--- src/common/ctrl_settings.svh ---
`ifndef CTRL_SETTINGS_SVH
`define CTRL_SETTINGS_SVH

////////////////////////////////////////
// controller field widths
////////////////////////////////////////

// pc source select towards the fetch stage
`define CTRL_PC_MUX_W 3

// operand forwarding mux select
`define CTRL_FW_SEL_W 2

// jump kind code from the decoder
`define CTRL_JUMP_W 2

// seven fsm states fit in three bits
`define CTRL_STATE_W 3

`endif

--- src/common/ctrl_pkg.sv ---
`default_nettype none

`include "ctrl_settings.svh"

package ctrl_pkg;

  // pc source, values 1 and 6..7 are not used by this controller
  typedef enum logic [`CTRL_PC_MUX_W-1:0] {
    PC_BOOT      = 0,
    PC_JUMP      = 2,
    PC_BRANCH    = 3,
    PC_EXCEPTION = 4,
    PC_ERET      = 5
  } pc_mux_e;

  // where an id operand is taken from
  typedef enum logic [`CTRL_FW_SEL_W-1:0] {
    SEL_REGFILE = 0,
    SEL_FW_EX   = 1,
    SEL_FW_WB   = 2
  } fw_sel_e;

  // jump kind as seen by the decoder
  typedef enum logic [`CTRL_JUMP_W-1:0] {
    BR_NONE = 0,
    BR_JAL  = 1,
    BR_JALR = 2,
    BR_COND = 3
  } jump_e;

  typedef enum logic [`CTRL_STATE_W-1:0] {
    RESET, BOOT_SET, SLEEP, FIRST_FETCH, DECODE, FLUSH_EX, FLUSH_WB
  } ctrl_state_e;

  // one bit per source operand, set when a destination equals it
  typedef struct packed {
    logic a;
    logic b;
    logic c;
  } operand_mask_t;

  // destination matches per pipeline stage
  typedef struct packed {
    operand_mask_t ex;
    operand_mask_t wb;
    operand_mask_t alu;
  } reg_match_t;

  typedef struct packed {
    logic ex;
    logic wb;
    logic alu;
  } rf_we_t;

  typedef struct packed {
    fw_sel_e a;
    fw_sel_e b;
    fw_sel_e c;
  } fw_sel_t;

  // exception save and restore strobes towards the csr block
  typedef struct packed {
    logic save_if;
    logic save_id;
    logic save_branch;
    logic restore_id;
  } exc_save_t;

endpackage

`default_nettype wire

--- src/ctrl_fsm/ctrl_fsm.sv ---
`default_nettype none

module ctrl_fsm (
  input  logic                clk,
  input  logic                rst_n,
  input  logic                fetch_enable_i,
  input  logic                instr_valid_i,
  input  logic                id_ready_i,
  input  logic                ex_valid_i,
  input  logic                branch_taken_ex_i,
  input  ctrl_pkg::jump_e     jump_in_dec_i,
  input  logic                mret_insn_i,
  input  logic                pipe_flush_i,
  input  logic                int_req_i,
  input  logic                ext_req_i,
  input  logic                jr_stall_i,
  output logic                ctrl_busy_o,
  output logic                is_decoding_o,
  output logic                instr_req_o,
  output logic                pc_set_o,
  output ctrl_pkg::pc_mux_e   pc_mux_o,
  output logic                halt_if_o,
  output logic                halt_id_o,
  output logic                exc_ack_o,
  output logic                irq_ack_o,
  output ctrl_pkg::exc_save_t exc_save_o
);

  ctrl_pkg::ctrl_state_e state_q;
  ctrl_pkg::ctrl_state_e state_d;
  // blocks a second redirect for the same instruction in id
  logic jump_done_q;
  logic jump_done_d;
  logic exc_req;
  logic is_jump;

  assign exc_req = int_req_i | ext_req_i;
  // only unconditional jumps are redirected from decode
  assign is_jump = (jump_in_dec_i == ctrl_pkg::BR_JAL) || (jump_in_dec_i == ctrl_pkg::BR_JALR);

  ////////////////////////////////////////
  // next state and output decode
  ////////////////////////////////////////

  always_comb begin
    instr_req_o   = 1'b1;
    ctrl_busy_o   = 1'b1;
    is_decoding_o = 1'b0;
    pc_set_o      = 1'b0;
    pc_mux_o      = ctrl_pkg::PC_BOOT;
    halt_if_o     = 1'b0;
    halt_id_o     = 1'b0;
    exc_ack_o     = 1'b0;
    irq_ack_o     = 1'b0;
    exc_save_o    = '0;
    jump_done_d   = jump_done_q;
    state_d       = state_q;

    case (state_q)
      // idle after reset until fetching is enabled
      ctrl_pkg::RESET: begin
        instr_req_o = 1'b0;
        ctrl_busy_o = 1'b0;
        if (fetch_enable_i) begin
          state_d = ctrl_pkg::BOOT_SET;
        end
      end

      // load the boot address into the fetch pc
      ctrl_pkg::BOOT_SET: begin
        pc_set_o = 1'b1;
        pc_mux_o = ctrl_pkg::PC_BOOT;
        state_d  = ctrl_pkg::FIRST_FETCH;
      end

      // pipeline drained, wake on enable or any request
      ctrl_pkg::SLEEP: begin
        instr_req_o = 1'b0;
        ctrl_busy_o = 1'b0;
        halt_if_o   = 1'b1;
        halt_id_o   = 1'b1;
        if (fetch_enable_i || exc_req) begin
          state_d = ctrl_pkg::FIRST_FETCH;
        end
      end

      ctrl_pkg::FIRST_FETCH: begin
        // wait for the first instruction to reach id
        if (id_ready_i) begin
          state_d = ctrl_pkg::DECODE;
        end
        // pending request taken before anything was decoded
        if (exc_req) begin
          pc_set_o           = 1'b1;
          pc_mux_o           = ctrl_pkg::PC_EXCEPTION;
          exc_ack_o          = 1'b1;
          irq_ack_o          = ext_req_i;
          exc_save_o.save_if = 1'b1;
        end
      end

      ctrl_pkg::DECODE: begin
        if (instr_valid_i && !branch_taken_ex_i) begin
          is_decoding_o = 1'b1;
          if (is_jump) begin
            // target known in id, wait out a jr hazard first
            pc_mux_o = ctrl_pkg::PC_JUMP;
            if (!jr_stall_i && !jump_done_q) begin
              pc_set_o    = 1'b1;
              jump_done_d = 1'b1;
            end
          end else if (exc_req) begin
            // keep the id instruction out of ex and save its pc
            pc_set_o           = 1'b1;
            pc_mux_o           = ctrl_pkg::PC_EXCEPTION;
            exc_ack_o          = 1'b1;
            irq_ack_o          = ext_req_i;
            halt_id_o          = 1'b1;
            exc_save_o.save_id = 1'b1;
          end
          if (mret_insn_i) begin
            pc_mux_o              = ctrl_pkg::PC_ERET;
            exc_save_o.restore_id = 1'b1;
            if (!jump_done_q) begin
              pc_set_o    = 1'b1;
              jump_done_d = 1'b1;
            end
          end
          // wfi or mret back to sleep drains ex and wb
          if (pipe_flush_i || (mret_insn_i && !fetch_enable_i)) begin
            halt_if_o = 1'b1;
            halt_id_o = 1'b1;
            state_d   = ctrl_pkg::FLUSH_EX;
          end
        end

        // empty id slot, external request saves the if pc
        if (!instr_valid_i && !branch_taken_ex_i && ext_req_i) begin
          pc_set_o           = 1'b1;
          pc_mux_o           = ctrl_pkg::PC_EXCEPTION;
          exc_ack_o          = 1'b1;
          irq_ack_o          = 1'b1;
          halt_id_o          = 1'b1;
          exc_save_o.save_if = 1'b1;
        end

        // taken branch in ex squashes the id instruction
        if (branch_taken_ex_i) begin
          pc_set_o = 1'b1;
          pc_mux_o = ctrl_pkg::PC_BRANCH;
          if (ext_req_i) begin
            // handler returns to the branch target
            pc_mux_o               = ctrl_pkg::PC_EXCEPTION;
            exc_ack_o              = 1'b1;
            irq_ack_o              = 1'b1;
            halt_id_o              = 1'b1;
            exc_save_o.save_branch = 1'b1;
          end
        end
      end

      // nop into ex until the last instruction completes
      ctrl_pkg::FLUSH_EX: begin
        halt_if_o = 1'b1;
        halt_id_o = 1'b1;
        if (ex_valid_i) begin
          state_d = ctrl_pkg::FLUSH_WB;
        end
      end

      // one more cycle for wb, then resume or sleep
      ctrl_pkg::FLUSH_WB: begin
        halt_if_o = 1'b1;
        halt_id_o = 1'b1;
        if (fetch_enable_i) begin
          halt_if_o = 1'b0;
          state_d   = ctrl_pkg::DECODE;
        end else begin
          state_d = ctrl_pkg::SLEEP;
        end
      end

      default: begin
        instr_req_o = 1'b0;
        state_d     = ctrl_pkg::RESET;
      end
    endcase
  end

  ////////////////////////////////////////
  // state and jump lockout registers
  ////////////////////////////////////////

  always_ff @(posedge clk or negedge rst_n) begin
    if (!rst_n) begin
      state_q     <= ctrl_pkg::RESET;
      jump_done_q <= 1'b0;
    end else begin
      state_q     <= state_d;
      // released once id accepts the next instruction
      jump_done_q <= jump_done_d & ~id_ready_i;
    end
  end

endmodule

`default_nettype wire

--- src/verilog/fwd_unit.sv ---
`default_nettype none

module fwd_unit (
  input  logic                 data_misaligned_i,
  input  logic                 mult_multicycle_i,
  input  ctrl_pkg::rf_we_t     rf_we_i,
  input  ctrl_pkg::reg_match_t reg_match_i,
  output ctrl_pkg::fw_sel_t    fw_sel_o
);

  // per operand priority, alu result beats wb result
  function automatic ctrl_pkg::fw_sel_e pick_src(input logic wb_hit, input logic alu_hit);
    ctrl_pkg::fw_sel_e src;
    src = ctrl_pkg::SEL_REGFILE;
    if (wb_hit) begin
      src = ctrl_pkg::SEL_FW_WB;
    end
    if (alu_hit) begin
      src = ctrl_pkg::SEL_FW_EX;
    end
    return src;
  endfunction

  always_comb begin
    fw_sel_o.a = pick_src(rf_we_i.wb & reg_match_i.wb.a, rf_we_i.alu & reg_match_i.alu.a);
    fw_sel_o.b = pick_src(rf_we_i.wb & reg_match_i.wb.b, rf_we_i.alu & reg_match_i.alu.b);
    fw_sel_o.c = pick_src(rf_we_i.wb & reg_match_i.wb.c, rf_we_i.alu & reg_match_i.alu.c);

    if (data_misaligned_i) begin
      // second half of a misaligned access reuses the ex address
      fw_sel_o.a = ctrl_pkg::SEL_FW_EX;
      fw_sel_o.b = ctrl_pkg::SEL_REGFILE;
    end else if (mult_multicycle_i) begin
      // multicycle multiply keeps its partial result on c
      fw_sel_o.c = ctrl_pkg::SEL_FW_EX;
    end
  end

endmodule

`default_nettype wire

--- src/verilog/hazard_unit.sv ---
`default_nettype none

module hazard_unit (
  input  logic                 is_decoding_i,
  input  logic                 illegal_insn_i,
  input  logic                 data_req_ex_i,
  input  ctrl_pkg::jump_e      jump_in_dec_i,
  input  ctrl_pkg::rf_we_t     rf_we_i,
  input  ctrl_pkg::reg_match_t reg_match_i,
  output logic                 load_stall_o,
  output logic                 jr_stall_o,
  output logic                 deassert_we_o
);

  logic a_written;

  ////////////////////////////////////////
  // load-use hazard
  ////////////////////////////////////////

  // load in ex writes a register that id reads
  assign load_stall_o = data_req_ex_i & rf_we_i.ex & (|reg_match_i.ex);

  ////////////////////////////////////////
  // jump-register hazard
  ////////////////////////////////////////

  // jalr base is operand a, any pending writer of it stalls
  assign a_written = (rf_we_i.ex  & reg_match_i.ex.a)
                   | (rf_we_i.wb  & reg_match_i.wb.a)
                   | (rf_we_i.alu & reg_match_i.alu.a);

  assign jr_stall_o = (jump_in_dec_i == ctrl_pkg::BR_JALR) & a_written;

  // no side effects unless a legal instruction really decodes
  assign deassert_we_o = ~is_decoding_i
                       | illegal_insn_i
                       | load_stall_o
                       | jr_stall_o;

endmodule

`default_nettype wire

--- src/verilog/riscv_ctrl.sv ---
`default_nettype none

module riscv_ctrl (
  input  logic                 clk,
  input  logic                 rst_n,
  input  logic                 fetch_enable_i,
  input  logic                 instr_valid_i,
  input  logic                 id_ready_i,
  input  logic                 ex_valid_i,
  input  logic                 branch_taken_ex_i,
  input  ctrl_pkg::jump_e      jump_in_dec_i,
  input  ctrl_pkg::jump_e      jump_in_id_i,
  input  logic                 illegal_insn_i,
  input  logic                 mret_insn_i,
  input  logic                 pipe_flush_i,
  input  logic                 int_req_i,
  input  logic                 ext_req_i,
  input  logic                 data_req_ex_i,
  input  logic                 data_misaligned_i,
  input  logic                 mult_multicycle_i,
  input  ctrl_pkg::rf_we_t     rf_we_i,
  input  ctrl_pkg::reg_match_t reg_match_i,
  output logic                 ctrl_busy_o,
  output logic                 is_decoding_o,
  output logic                 instr_req_o,
  output logic                 pc_set_o,
  output ctrl_pkg::pc_mux_e    pc_mux_o,
  output logic                 halt_if_o,
  output logic                 halt_id_o,
  output logic                 exc_ack_o,
  output logic                 irq_ack_o,
  output ctrl_pkg::exc_save_t  exc_save_o,
  output logic                 deassert_we_o,
  output logic                 load_stall_o,
  output logic                 jr_stall_o,
  output ctrl_pkg::fw_sel_t    fw_sel_o
);

  ////////////////////////////////////////
  // control fsm and pc redirect
  ////////////////////////////////////////

  // jr_stall comes from the hazard unit, is_decoding goes back to it
  ctrl_fsm fsm_i (
    .clk, .rst_n, .fetch_enable_i, .instr_valid_i, .id_ready_i, .ex_valid_i,
    .branch_taken_ex_i, .jump_in_dec_i, .mret_insn_i, .pipe_flush_i,
    .int_req_i, .ext_req_i, .jr_stall_i(jr_stall_o),
    .ctrl_busy_o, .is_decoding_o, .instr_req_o, .pc_set_o, .pc_mux_o,
    .halt_if_o, .halt_id_o, .exc_ack_o, .irq_ack_o, .exc_save_o
  );

  // stalls and write enable kill
  hazard_unit hazard_i (
    .is_decoding_i(is_decoding_o), .illegal_insn_i, .data_req_ex_i,
    .jump_in_dec_i, .rf_we_i, .reg_match_i,
    .load_stall_o, .jr_stall_o, .deassert_we_o
  );

  // operand bypass selects for id
  fwd_unit fwd_i (
    .data_misaligned_i, .mult_multicycle_i, .rf_we_i, .reg_match_i, .fw_sel_o
  );

endmodule

`default_nettype wire
--- config.mk ---
export PLATFORM = sky130hd
export DESIGN_NAME = riscv_ctrl
export DESIGN_NICKNAME = d
export VERILOG_FILES = /design/src/common/ctrl_pkg.sv /design/src/ctrl_fsm/ctrl_fsm.sv /design/src/verilog/fwd_unit.sv /design/src/verilog/hazard_unit.sv /design/src/verilog/riscv_ctrl.sv
export VERILOG_INCLUDE_DIRS = /design/src /design/src/common
export SDC_FILE = /design/constraint.sdc
export NUM_CORES = 1
export LEC_CHECK = 0
export BUFFER_PORTS_ARGS = -buffer_cell sky130_fd_sc_hd__clkbuf_2
export CORE_UTILIZATION = 36
export CTS_CLUSTER_DIAMETER = 150
export CTS_CLUSTER_SIZE = 40
export DETAILED_ROUTE_END_ITERATION = 7
export PLACE_DENSITY = 0.78
export SYNTH_ARGS = -nofsm -noshare
export SYNTH_HDL_FRONTEND = slang
export SYNTH_SLANG_ARGS = --single-unit
export TNS_END_PERCENT = 20
--- constraint.sdc ---
create_clock -name clk -period 1.93 [get_ports clk]
set_input_delay 0.193 -clock clk [delete_from_list [all_inputs] [get_ports clk]]
set_output_delay 0.193 -clock clk [all_outputs]
set_load 0.01 [all_outputs]
Yosys cells after proc, flatten, opt, wreduce, memory -nomap -nowiden
Cells that the tools add are included.
{"block": "classes", "n_eq_ne": 14, "muxes": 74, "bitwise_logic": 19, "reduce_logical": 20}
{"op": "two-way mux 3 bit", "n": 15}
{"op": "two-way mux 1 bit", "n": 42}
{"op": "case mux 3 bit (7 select lines)", "n": 1}
{"op": "two-way mux 2 bit", "n": 8}
{"op": "AND 1 bit", "n": 11}
{"op": "== test 3 bit, second input constant", "n": 3}
{"op": "case mux 1 bit (2 select lines)", "n": 4}
{"op": "== test 3 x 2 -> 1 bit, second input constant", "n": 2}
{"op": "inequality test 2 x 1 -> 1 bit, second input constant", "n": 3}
{"op": "inequality test 2 bit, second input constant", "n": 3}
{"op": "OR 1 bit", "n": 6}
{"op": "case mux 1 bit (3 select lines)", "n": 2}
{"op": "case mux 3 bit (2 select lines)", "n": 1}
{"op": "AND reduction 6 bit", "n": 1}
{"op": "OR reduction 3 bit", "n": 2}
{"op": "logical AND 1 bit", "n": 5}
{"op": "zero test 1 bit", "n": 5}
{"op": "OR reduction 5 bit", "n": 1}
{"op": "two-way mux 4 bit", "n": 1}
{"op": "OR reduction 2 bit", "n": 2}
{"op": "== test 3 x 1 -> 1 bit, second input constant", "n": 1}
{"op": "zero test 3 bit", "n": 1}
{"op": "logical OR 1 bit", "n": 3}
{"op": "== test 2 x 1 -> 1 bit, second input constant", "n": 1}
{"op": "2 further kinds", "n": 3}
{"block": "word_totals", "ff_bits": 4, "input_bits": 31, "output_inout_bits": 24, "word_cells": 129}

Logic depth before layout (Yosys ltp)
Gate-level depths: netlist (run 1).
{"block": "logic_depth", "depth_word": 14, "ltp_mapped": 5, "depth_no_buf": 5}

By module
Synthesis (run 1) repeated with hierarchy kept, for this count alone.
{"block": "hier_totals", "hier_cells": 89, "area_unflattened_um2": 620.6}
{"mod": "ctrl_fsm", "instances": 1, "cells_each": 71, "area_per_inst_um2": 511.7, "seq_area_each_um2": 100.1}
{"mod": "fwd_unit", "instances": 1, "cells_each": 11, "area_per_inst_um2": 62.6, "seq_area_each_um2": 0.0}
{"mod": "hazard_unit", "instances": 1, "cells_each": 7, "area_per_inst_um2": 46.3, "seq_area_each_um2": 0.0}

Worst setup path before layout (run 1)
Ideal clock, no wire load.
{"block": "synth_timing", "path_type": "flip-flop to output port", "from": "register fsm_i.state_q[1]", "to": "output port deassert_we_o", "arrival_ns": 1.435, "required_ns": 1.737, "path_slack_ns": 0.302, "path_stages_with_launch": 5, "cell_sequence": "dfrtp_1 buf_6 nor3b_4 nand2_4 or4_1"}
{"block": "synth_via", "elab_chain_cells": 6}
{"item": "start, declared", "line_no": "ctrl_fsm.sv:29", "source": "ctrl_pkg::ctrl_state_e state_q;"}
{"item": "start signal, assigned", "line_no": "ctrl_fsm.sv:196", "source": "state_q <= ctrl_pkg::RESET;"}
{"item": "start signal, assigned", "line_no": "ctrl_fsm.sv:199", "source": "state_q <= state_d;"}
{"item": "== test 3 bit", "line_no": "ctrl_fsm.sv:59", "source": "case (state_q)"}
{"item": "two-way mux 1 bit", "line_no": "ctrl_fsm.sv:59"}
{"item": "inverter 1 bit", "line_no": "hazard_unit.sv:36", "source": "assign deassert_we_o = ~is_decoding_i"}
{"item": "OR 1 bit", "line_no": "hazard_unit.sv:37", "source": "| illegal_insn_i"}
{"item": "OR 1 bit", "line_no": "hazard_unit.sv:38", "source": "| load_stall_o"}
{"item": "OR 1 bit", "line_no": "hazard_unit.sv:39", "source": "| jr_stall_o;"}
{"item": "end, declared", "line_no": "riscv_ctrl.sv:33", "source": "output logic deassert_we_o,"}
No other way between the ends.

Worst setup path in the final report (run 1)
{"block": "layout_timing", "from": "register fsm_i.state_q[0]", "to": "output port deassert_we_o"}
The elaborated chain is that of the path after synthesis.

==> metrics.json, run 1 <==
{
  "routing": {
    "avgViaCountPerCell": 5.41,
    "remaining_drc_errors": 0,
    "wire_per_inst_um": 11.9,
    "detail-route-antenna-nets": 0,
    "detail_route.iter0.violations": 16,
    "dr_total_vias": 892,
    "detail_route.wirelength_um": 1960,
    "first_pass_iters": 4
  },
  "placement": {
    "detailedPlace.worstSlack_ns": 0.122,
    "place.detailed.hpwl_um": 1590,
    "finalWeightedCongestion": 0.873,
    "dpl.cell_count": 159,
    "placement.cell_area_um2": 903,
    "io_buffer_count": 52
  },
  "synth": {
    "syn_nets": 122,
    "postSynth.topFlopCell": "dfrtp_1",
    "synth_simple_gate_area_share_pct": 40.7,
    "edff_count_synth": 0,
    "synth-seq-cells": 4,
    "synth-async-reset-ratio_pct": 100,
    "yosys_warnings": 0,
    "synth_sequential_area_ratio_pct": 16.4,
    "synth_top_family_by_area": "simple AND/OR/NAND/NOR gates",
    "synthesized_area_um2": 612,
    "synth_xor_area_share_pct": 0,
    "synthesis.area_per_instance_um2": 6.80,
    "synth_adder_area_share_pct": 2.04,
    "synth_compound_area_share_pct": 32.3,
    "synth_cell_type_count": 37,
    "synthCells": 90,
    "muxShareOfSynthArea_pct": 0
  },
  "power_and_ir_drop": {
    "p_switching_w": 0.000434,
    "cell_internal_power_w": 0.000500,
    "power.share.combinational_pct": 72.9,
    "power_density_over_the_cells_nw_per_um2": 976,
    "power_frac_clock_pct": 10.8,
    "p_sw_share_pct": 46.5,
    "p_total_w": 0.000933,
    "pwr-share-seq_pct": 16.3,
    "worst_voltage_drop_across_the_vdd_grid_mv": 0.594,
    "power_leakage_nw": 0.548
  },
  "hold_path": {
    "worstHoldEndpoint": "fsm_i.jump_done_q",
    "hp-start": "id_ready_i",
    "min_delay_path_depth": 2,
    "min-delay-path-class": "input pin to flop"
  },
  "sta": {
    "final_hold_viol_count": 0,
    "grt_setup_unrepaired": "true",
    "period_needed_ns": 1.91,
    "worst_slew_margin_rel_pct": 77.5,
    "max_clock_freq_mhz": 525,
    "final-max-slew-violation-count": 0,
    "skew_ns": 0.00238,
    "min_period_over_period_pct": 98.8,
    "post-route-worst-setup-slack_ns": 0.0238,
    "worst_slew_pin_slew_ns": 0.336,
    "final-setup-viol-count": 0
  },
  "global_routing": {
    "maximum_number_of_pins_on_one_net_before_global_route_repair": 11,
    "grt_antenna_before_repair": 0,
    "first_global_vias": 830,
    "global_route.usage.total_pct": 22.0,
    "grt_first_pass_wirelength_um": 3150,
    "grt_overflow": 0
  },
  "worst_setup_path": {
    "setup.worst_path.class": "flop to output port",
    "cp_data_arrival_time_ns": 1.71,
    "worst-r2r-setup-slack_ns": 0.62,
    "worst-path-buf-inv": 1,
    "worstPathMaxFanout": 5,
    "r2r_path_start": "fsm_i.state_q[0]",
    "startpoint_type": "flop",
    "cp_cell_sequence": "nor3b_4 -> nand2_4 -> or4_1 -> clkbuf_2",
    "worst_path_required_time_ns": 1.74,
    "critPathMaxStageDelay_ns": 0.51,
    "worstSetupEndpointType": "output port",
    "ff2ff_path_depth": 4,
    "slowest_cell_on_the_critical_path": "or4_1",
    "regToRegEndpoint": "fsm_i.jump_done_q",
    "worst_path_dominant_cell_family": "simple AND/OR/NAND/NOR gates"
  },
  "floorplan": {
    "area_enclosed_by_the_die_boundary_um2": 1870,
    "die_height_um": 43.2,
    "floorplan.die.width_um": 43.2,
    "initial_core_util_pct": 39.7,
    "core_area_um2": 1540,
    "core.rowCount": 14,
    "design.portCount": 55
  },
  "clock_tree": {
    "clk_root_buffer_cell": "clkbuf_4",
    "worst_skew_pair.late_latency_ns": 0.23,
    "cts-buffers-inserted": 3,
    "cts_tree": "built",
    "cts_max_level": 1,
    "clock_sinks": 4,
    "max-clock-path-buffers": 2,
    "worst_setup_hold_path_clk_slew_ns": 0.04
  },
  "layout": {
    "fillCellCount": 146,
    "syn_to_final_growth_pct": 56.2,
    "final_standard_cell_utilization_of_the_core_pct": 62.0,
    "finalNonFillerCells": 165,
    "antenna_cells_inserted": 0,
    "finish.net_count": 183,
    "final_layout_size_suffix_gt1_share_pct": 46.3,
    "layout.cell_area.non_filler_um2": 956
  },
  "job": {
    "max-cap-violations": 0
  },
  "run_status": {
    "run_status": "finished, final reports clean"
  }
}
[cell usage after synthesis, types with 3 or more instances]
master    count  share of area, %
o211ai_1      3               3.7
inv_1         9               5.5
nor2_1       10               6.1
o21ai_0       9               7.4
a21oi_1       3               2.5
nand2_1       8               4.9
nand2b_1      4               4.1
nand3_1       5               4.1
dfrtp_1       4                16
[routing by layer]
layer	wire (um)	GRT usage (%)	up-vias
li1	-	-	442
met1	773	24.5	385
met2	998	40.6	63
met3	174	2.55	2
met4	12	10.3	0
met5	0	0	-
[placed cells by master (no fill, tap or decap), types with 2 or more instances in the layout]
cell type,instances
clkbuf_2,51
nor2_1,10
inv_1,9
o21ai_0,9
nand2_1,8
nand3_1,5
buf_4,5
nand2b_1,4
a21oi_1,3
o211ai_1,3
clkbuf_4,3
dfrtp_1,3
nor2b_1,2
nor3_1,2
a31oi_1,2
o31ai_1,2
a211o_1,2
o21a_1,2
[area by class of cell]
| type | instances | area (um^2) | share of cell area [%] |
|---|---|---|---|
| Sequential cell | 4 | 101 | 10.6 |
| Clock buffer | 3 | 22.5 | 2.36 |
| Inverter | 9 | 33.8 | 3.53 |
| Tap cell | 16 | 20.0 | 2.09 |
| Multi-Input combinational cell | 74 | 459 | 48.0 |
| Timing Repair Buffer | 59 | 319 | 33.4 |
[what timing repair did]
item,in CTS,in global routing
resized for setup,0,3
hold buffers,1,0
buffers inserted,0,2
setup endpoints to repair,1,3
pin swaps,1,2
endpoints found under the hold margin,4,0
[worst max path at each step]
stage	from	slack (ns)	cells after the start	to
finish	fsm_i.state_q[0]	0.02	4	deassert_we_o
global route	fsm_i.state_q[0]	-0.04	4	deassert_we_o
CTS	fsm_i.state_q[0]	0.002	4	deassert_we_o
detailed placement	jump_in_dec_i[0]	0.12	7	pc_mux_o[2]
global placement	jump_in_dec_i[0]	0.14	7	pc_mux_o[2]
floorplan	fsm_i.state_q[1]	0.30	4	deassert_we_o
[logic make-up after synthesis]
family          count (synthesis)
simple gates                   43
fa+ha+maj                       1
buf+inv                        12
flops                           4
compound gates                 30
[power groups by stage]
| stage | registers (W) | logic [W] | clock network, W |
|---|---|---|---|
| finish | 0.000152 | 0.000680 | 0.000101 |
| global route | 0.000156 | 0.000751 | 0.000108 |
| CTS | 0.000158 | 0.000629 | 0.000104 |
| detailed placement | 0.000159 | 0.000625 | 0 |
| global placement | 0.000157 | 0.000607 | 0 |
| floorplan | 0.000144 | 0.000416 | 0 |
[stage by stage]
stage	hold WS, ns	setup TNS, ns
floorplan	-0.103	0
global placement	-0.000544	0
detailed placement	0.00295	0
CTS	0.212	0
global route	0.233	-0.0371
finish	0.211	0
[flip-flops by register name, indices dropped and copies added, names as in the netlist]
| name | flops |
|---|---|
| fsm_i.state_q | 3 |
| fsm_i.jump_done_q | 1 |
Power figures use the tool's default switching activity.
==> inputs of run 2 (changes only) <==
- CELL_PAD_IN_SITES_DETAIL_PLACEMENT: unset -> 1
- CELL_PAD_IN_SITES_GLOBAL_PLACEMENT: unset -> 1
- CORE_ASPECT_RATIO: unset -> 1.4
- CORE_UTILIZATION: 36 -> 23
- PLACE_DENSITY: 0.78 -> unset
- PLACE_DENSITY_LB_ADDON: unset -> 0.1
==> run 2 against run 1 <==
Against the previous run:
- non-clock buffer count fell by 1
- cell count rose by 10%
- total power fell by 1.8%
- global-route usage fell by 4.4 points
- clock skew rose by 0.0020 ns
- count of clock-buffer cells in the layout did not move
- routed wire length rose by 14%
- sequential power fell by 5%
- worst setup slack improved by 0.062 ns
- via count rose by 1.2%
==> metrics.json, run 2 (same netlist as run 1, synthesis figures left out) <==
{
  "power_and_ir_drop": {
    "power_frac_clock_pct": 11.1,
    "p_sw_share_pct": 47.2,
    "power_leakage_nw": 0.543,
    "power_density_over_the_cells_nw_per_um2": 949,
    "worst_voltage_drop_across_the_vdd_grid_mv": 0.357,
    "cell_internal_power_w": 0.000484,
    "p_switching_w": 0.000433,
    "pwr-share-seq_pct": 15.7,
    "power.share.combinational_pct": 73.2
  },
  "worst_setup_path": {
    "ff2ff_path_depth": 3,
    "worst-path-buf-inv": 1,
    "cp_data_arrival_time_ns": 1.65,
    "worstPathMaxFanout": 5,
    "startpoint_type": "flop",
    "worstSetupEndpointType": "output port",
    "r2r_path_start": "fsm_i.state_q[0]",
    "slowest_cell_on_the_critical_path": "or4_1",
    "cp_cell_sequence": "nor3b_4 -> nand2_4 -> or4_1 -> clkbuf_2",
    "critPathMaxStageDelay_ns": 0.50,
    "worst_path_dominant_cell_family": "simple AND/OR/NAND/NOR gates",
    "setup.worst_path.class": "flop to output port",
    "regToRegEndpoint": "fsm_i.state_q[2]",
    "worst_path_required_time_ns": 1.74,
    "worst-r2r-setup-slack_ns": 0.75
  },
  "hold_path": {
    "min_delay_path_depth": 2,
    "worstHoldEndpoint": "fsm_i.jump_done_q",
    "hp-start": "id_ready_i",
    "min-delay-path-class": "input pin to flop"
  },
  "global_routing": {
    "grt_antenna_before_repair": 0,
    "first_global_vias": 921,
    "grt_first_pass_wirelength_um": 3820,
    "global_route.usage.total_pct": 17.7,
    "maximum_number_of_pins_on_one_net_before_global_route_repair": 11,
    "grt_overflow": 0
  },
  "placement": {
    "finalWeightedCongestion": 0.774,
    "place.detailed.hpwl_um": 1940,
    "io_buffer_count": 52
  },
  "clock_tree": {
    "post_cts_resize_count": 0,
    "cts-buffers-inserted": 3,
    "clk_root_buffer_cell": "clkbuf_4",
    "max-clock-path-buffers": 2,
    "worst_setup_hold_path_clk_slew_ns": 0.04,
    "clock_sinks": 4,
    "worst_skew_pair.late_latency_ns": 0.23,
    "cts_tree": "built",
    "cts_max_level": 1,
    "cts_setup_buffers": 0
  },
  "layout": {
    "final_layout_size_suffix_gt1_share_pct": 45.3,
    "antenna_cells_inserted": 0,
    "largest_reg_flops": 3,
    "top_register": "fsm_i.state_q",
    "layout_common_cells": "clkbuf_2 (52), nor2_1 (10), inv_1 (9), o21ai_0 (9), nand2_1 (8)",
    "syn_to_final_growth_pct": 57.9,
    "top_regs": "fsm_i.state_q: 3 flops, fsm_i.jump_done_q: 1 flops",
    "finish.net_count": 182,
    "leading_cell_type_in_the_layout_fill_and_taps_excluded": "clkbuf_2"
  },
  "routing": {
    "detail_route.wirelength_um": 2230,
    "detail_route.iter0.violations": 11,
    "avgViaCountPerCell": 4.96,
    "detail-route-antenna-nets": 0,
    "wire_per_inst_um": 12.3,
    "first_pass_iters": 4,
    "remaining_drc_errors": 0,
    "dr_total_vias": 903
  },
  "sta": {
    "worst_slew_margin_rel_pct": 76.1,
    "final-max-slew-violation-count": 0,
    "timing.hold.ws_ns": 0.211,
    "final_hold_viol_count": 0,
    "worst_slew_pin_slew_ns": 0.358,
    "skew_ns": 0.00441,
    "period_needed_ns": 1.84,
    "fin_tns_setup_ns": 0,
    "min_period_over_period_pct": 95.6,
    "final-setup-viol-count": 0,
    "max_clock_freq_mhz": 542,
    "grt_setup_unrepaired": "false"
  },
  "floorplan": {
    "design.portCount": 55,
    "die_height_um": 63.0,
    "initial_core_util_pct": 25.0,
    "core.rowCount": 21,
    "floorplan.die.width_um": 45.6,
    "area_enclosed_by_the_die_boundary_um2": 2870,
    "core_area_um2": 2440
  },
  "job": {
    "max-cap-violations": 0
  },
  "run_status": {
    "run_status": "finished, final reports clean"
  }
}
run 2: cell types whose count changed in the layout (fill, tap and decap cells not counted), sizes merged:
cell    change
buf         -2
clkbuf      +1
run 2: cell type report:
class                   instances  area (um^2)
clock buffers                   3         22.5
fillers                       334         1480
inverters                       9         33.8
multi-input cells              74          459
flip-flops and latches          4          100
well taps                      34         42.5
repair buffers                 58          308
run 2: timing repair:
item / CTS / global route
hold buffers: 1 / 0
hold endpoints to repair: 4 / 0
setup endpoints to repair: 0 / 0
run 2: metal layers:
metal	wire length, um	global-route usage, %	up-vias
met5	0	0	-
met2	1240	32.0	28
li1	-	-	441
met1	855	18.8	432
met4	27	7.95	0
met3	112	2.31	2
run 2: power groups by stage:
stage               clock (W)  sequential, W  combinational, W
global route         0.000113       0.000147          0.000754
finish               0.000102       0.000144          0.000671
detailed placement          0       0.000147          0.000678
CTS                  0.000107       0.000146          0.000683
global placement            0       0.000143          0.000666
floorplan                   0       0.000144          0.000416
run 2: how the worst max path moves through the flow:
stage                     cells past startpoint            end  slack (ns)              from
after floorplan                               4  deassert_we_o        0.30  fsm_i.state_q[1]
after global placement                        7    pc_mux_o[2]        0.16  jump_in_dec_i[0]
after detailed placement                      7    pc_mux_o[2]        0.11  jump_in_dec_i[0]
after CTS                                     4  deassert_we_o        0.05  fsm_i.state_q[0]
after global routing                          4  deassert_we_o       0.006  fsm_i.state_q[0]
final                                         4  deassert_we_o        0.09  fsm_i.state_q[0]
run 2: per-stage QoR:
step           setup WS, ns  area [um^2]  power, W  util [%]  instances
6_report             0.0854          966  0.000916      39.5        182
5_1_grt             0.00603          966   0.00101      39.5        182
4_1_cts              0.0527          966  0.000935      39.5        182
3_5_place_dp          0.115          933  0.000825      38.2        178
3_3_place_gp          0.158          933  0.000808      38.2        178
2_1_floorplan         0.302          612  0.000561         -         90
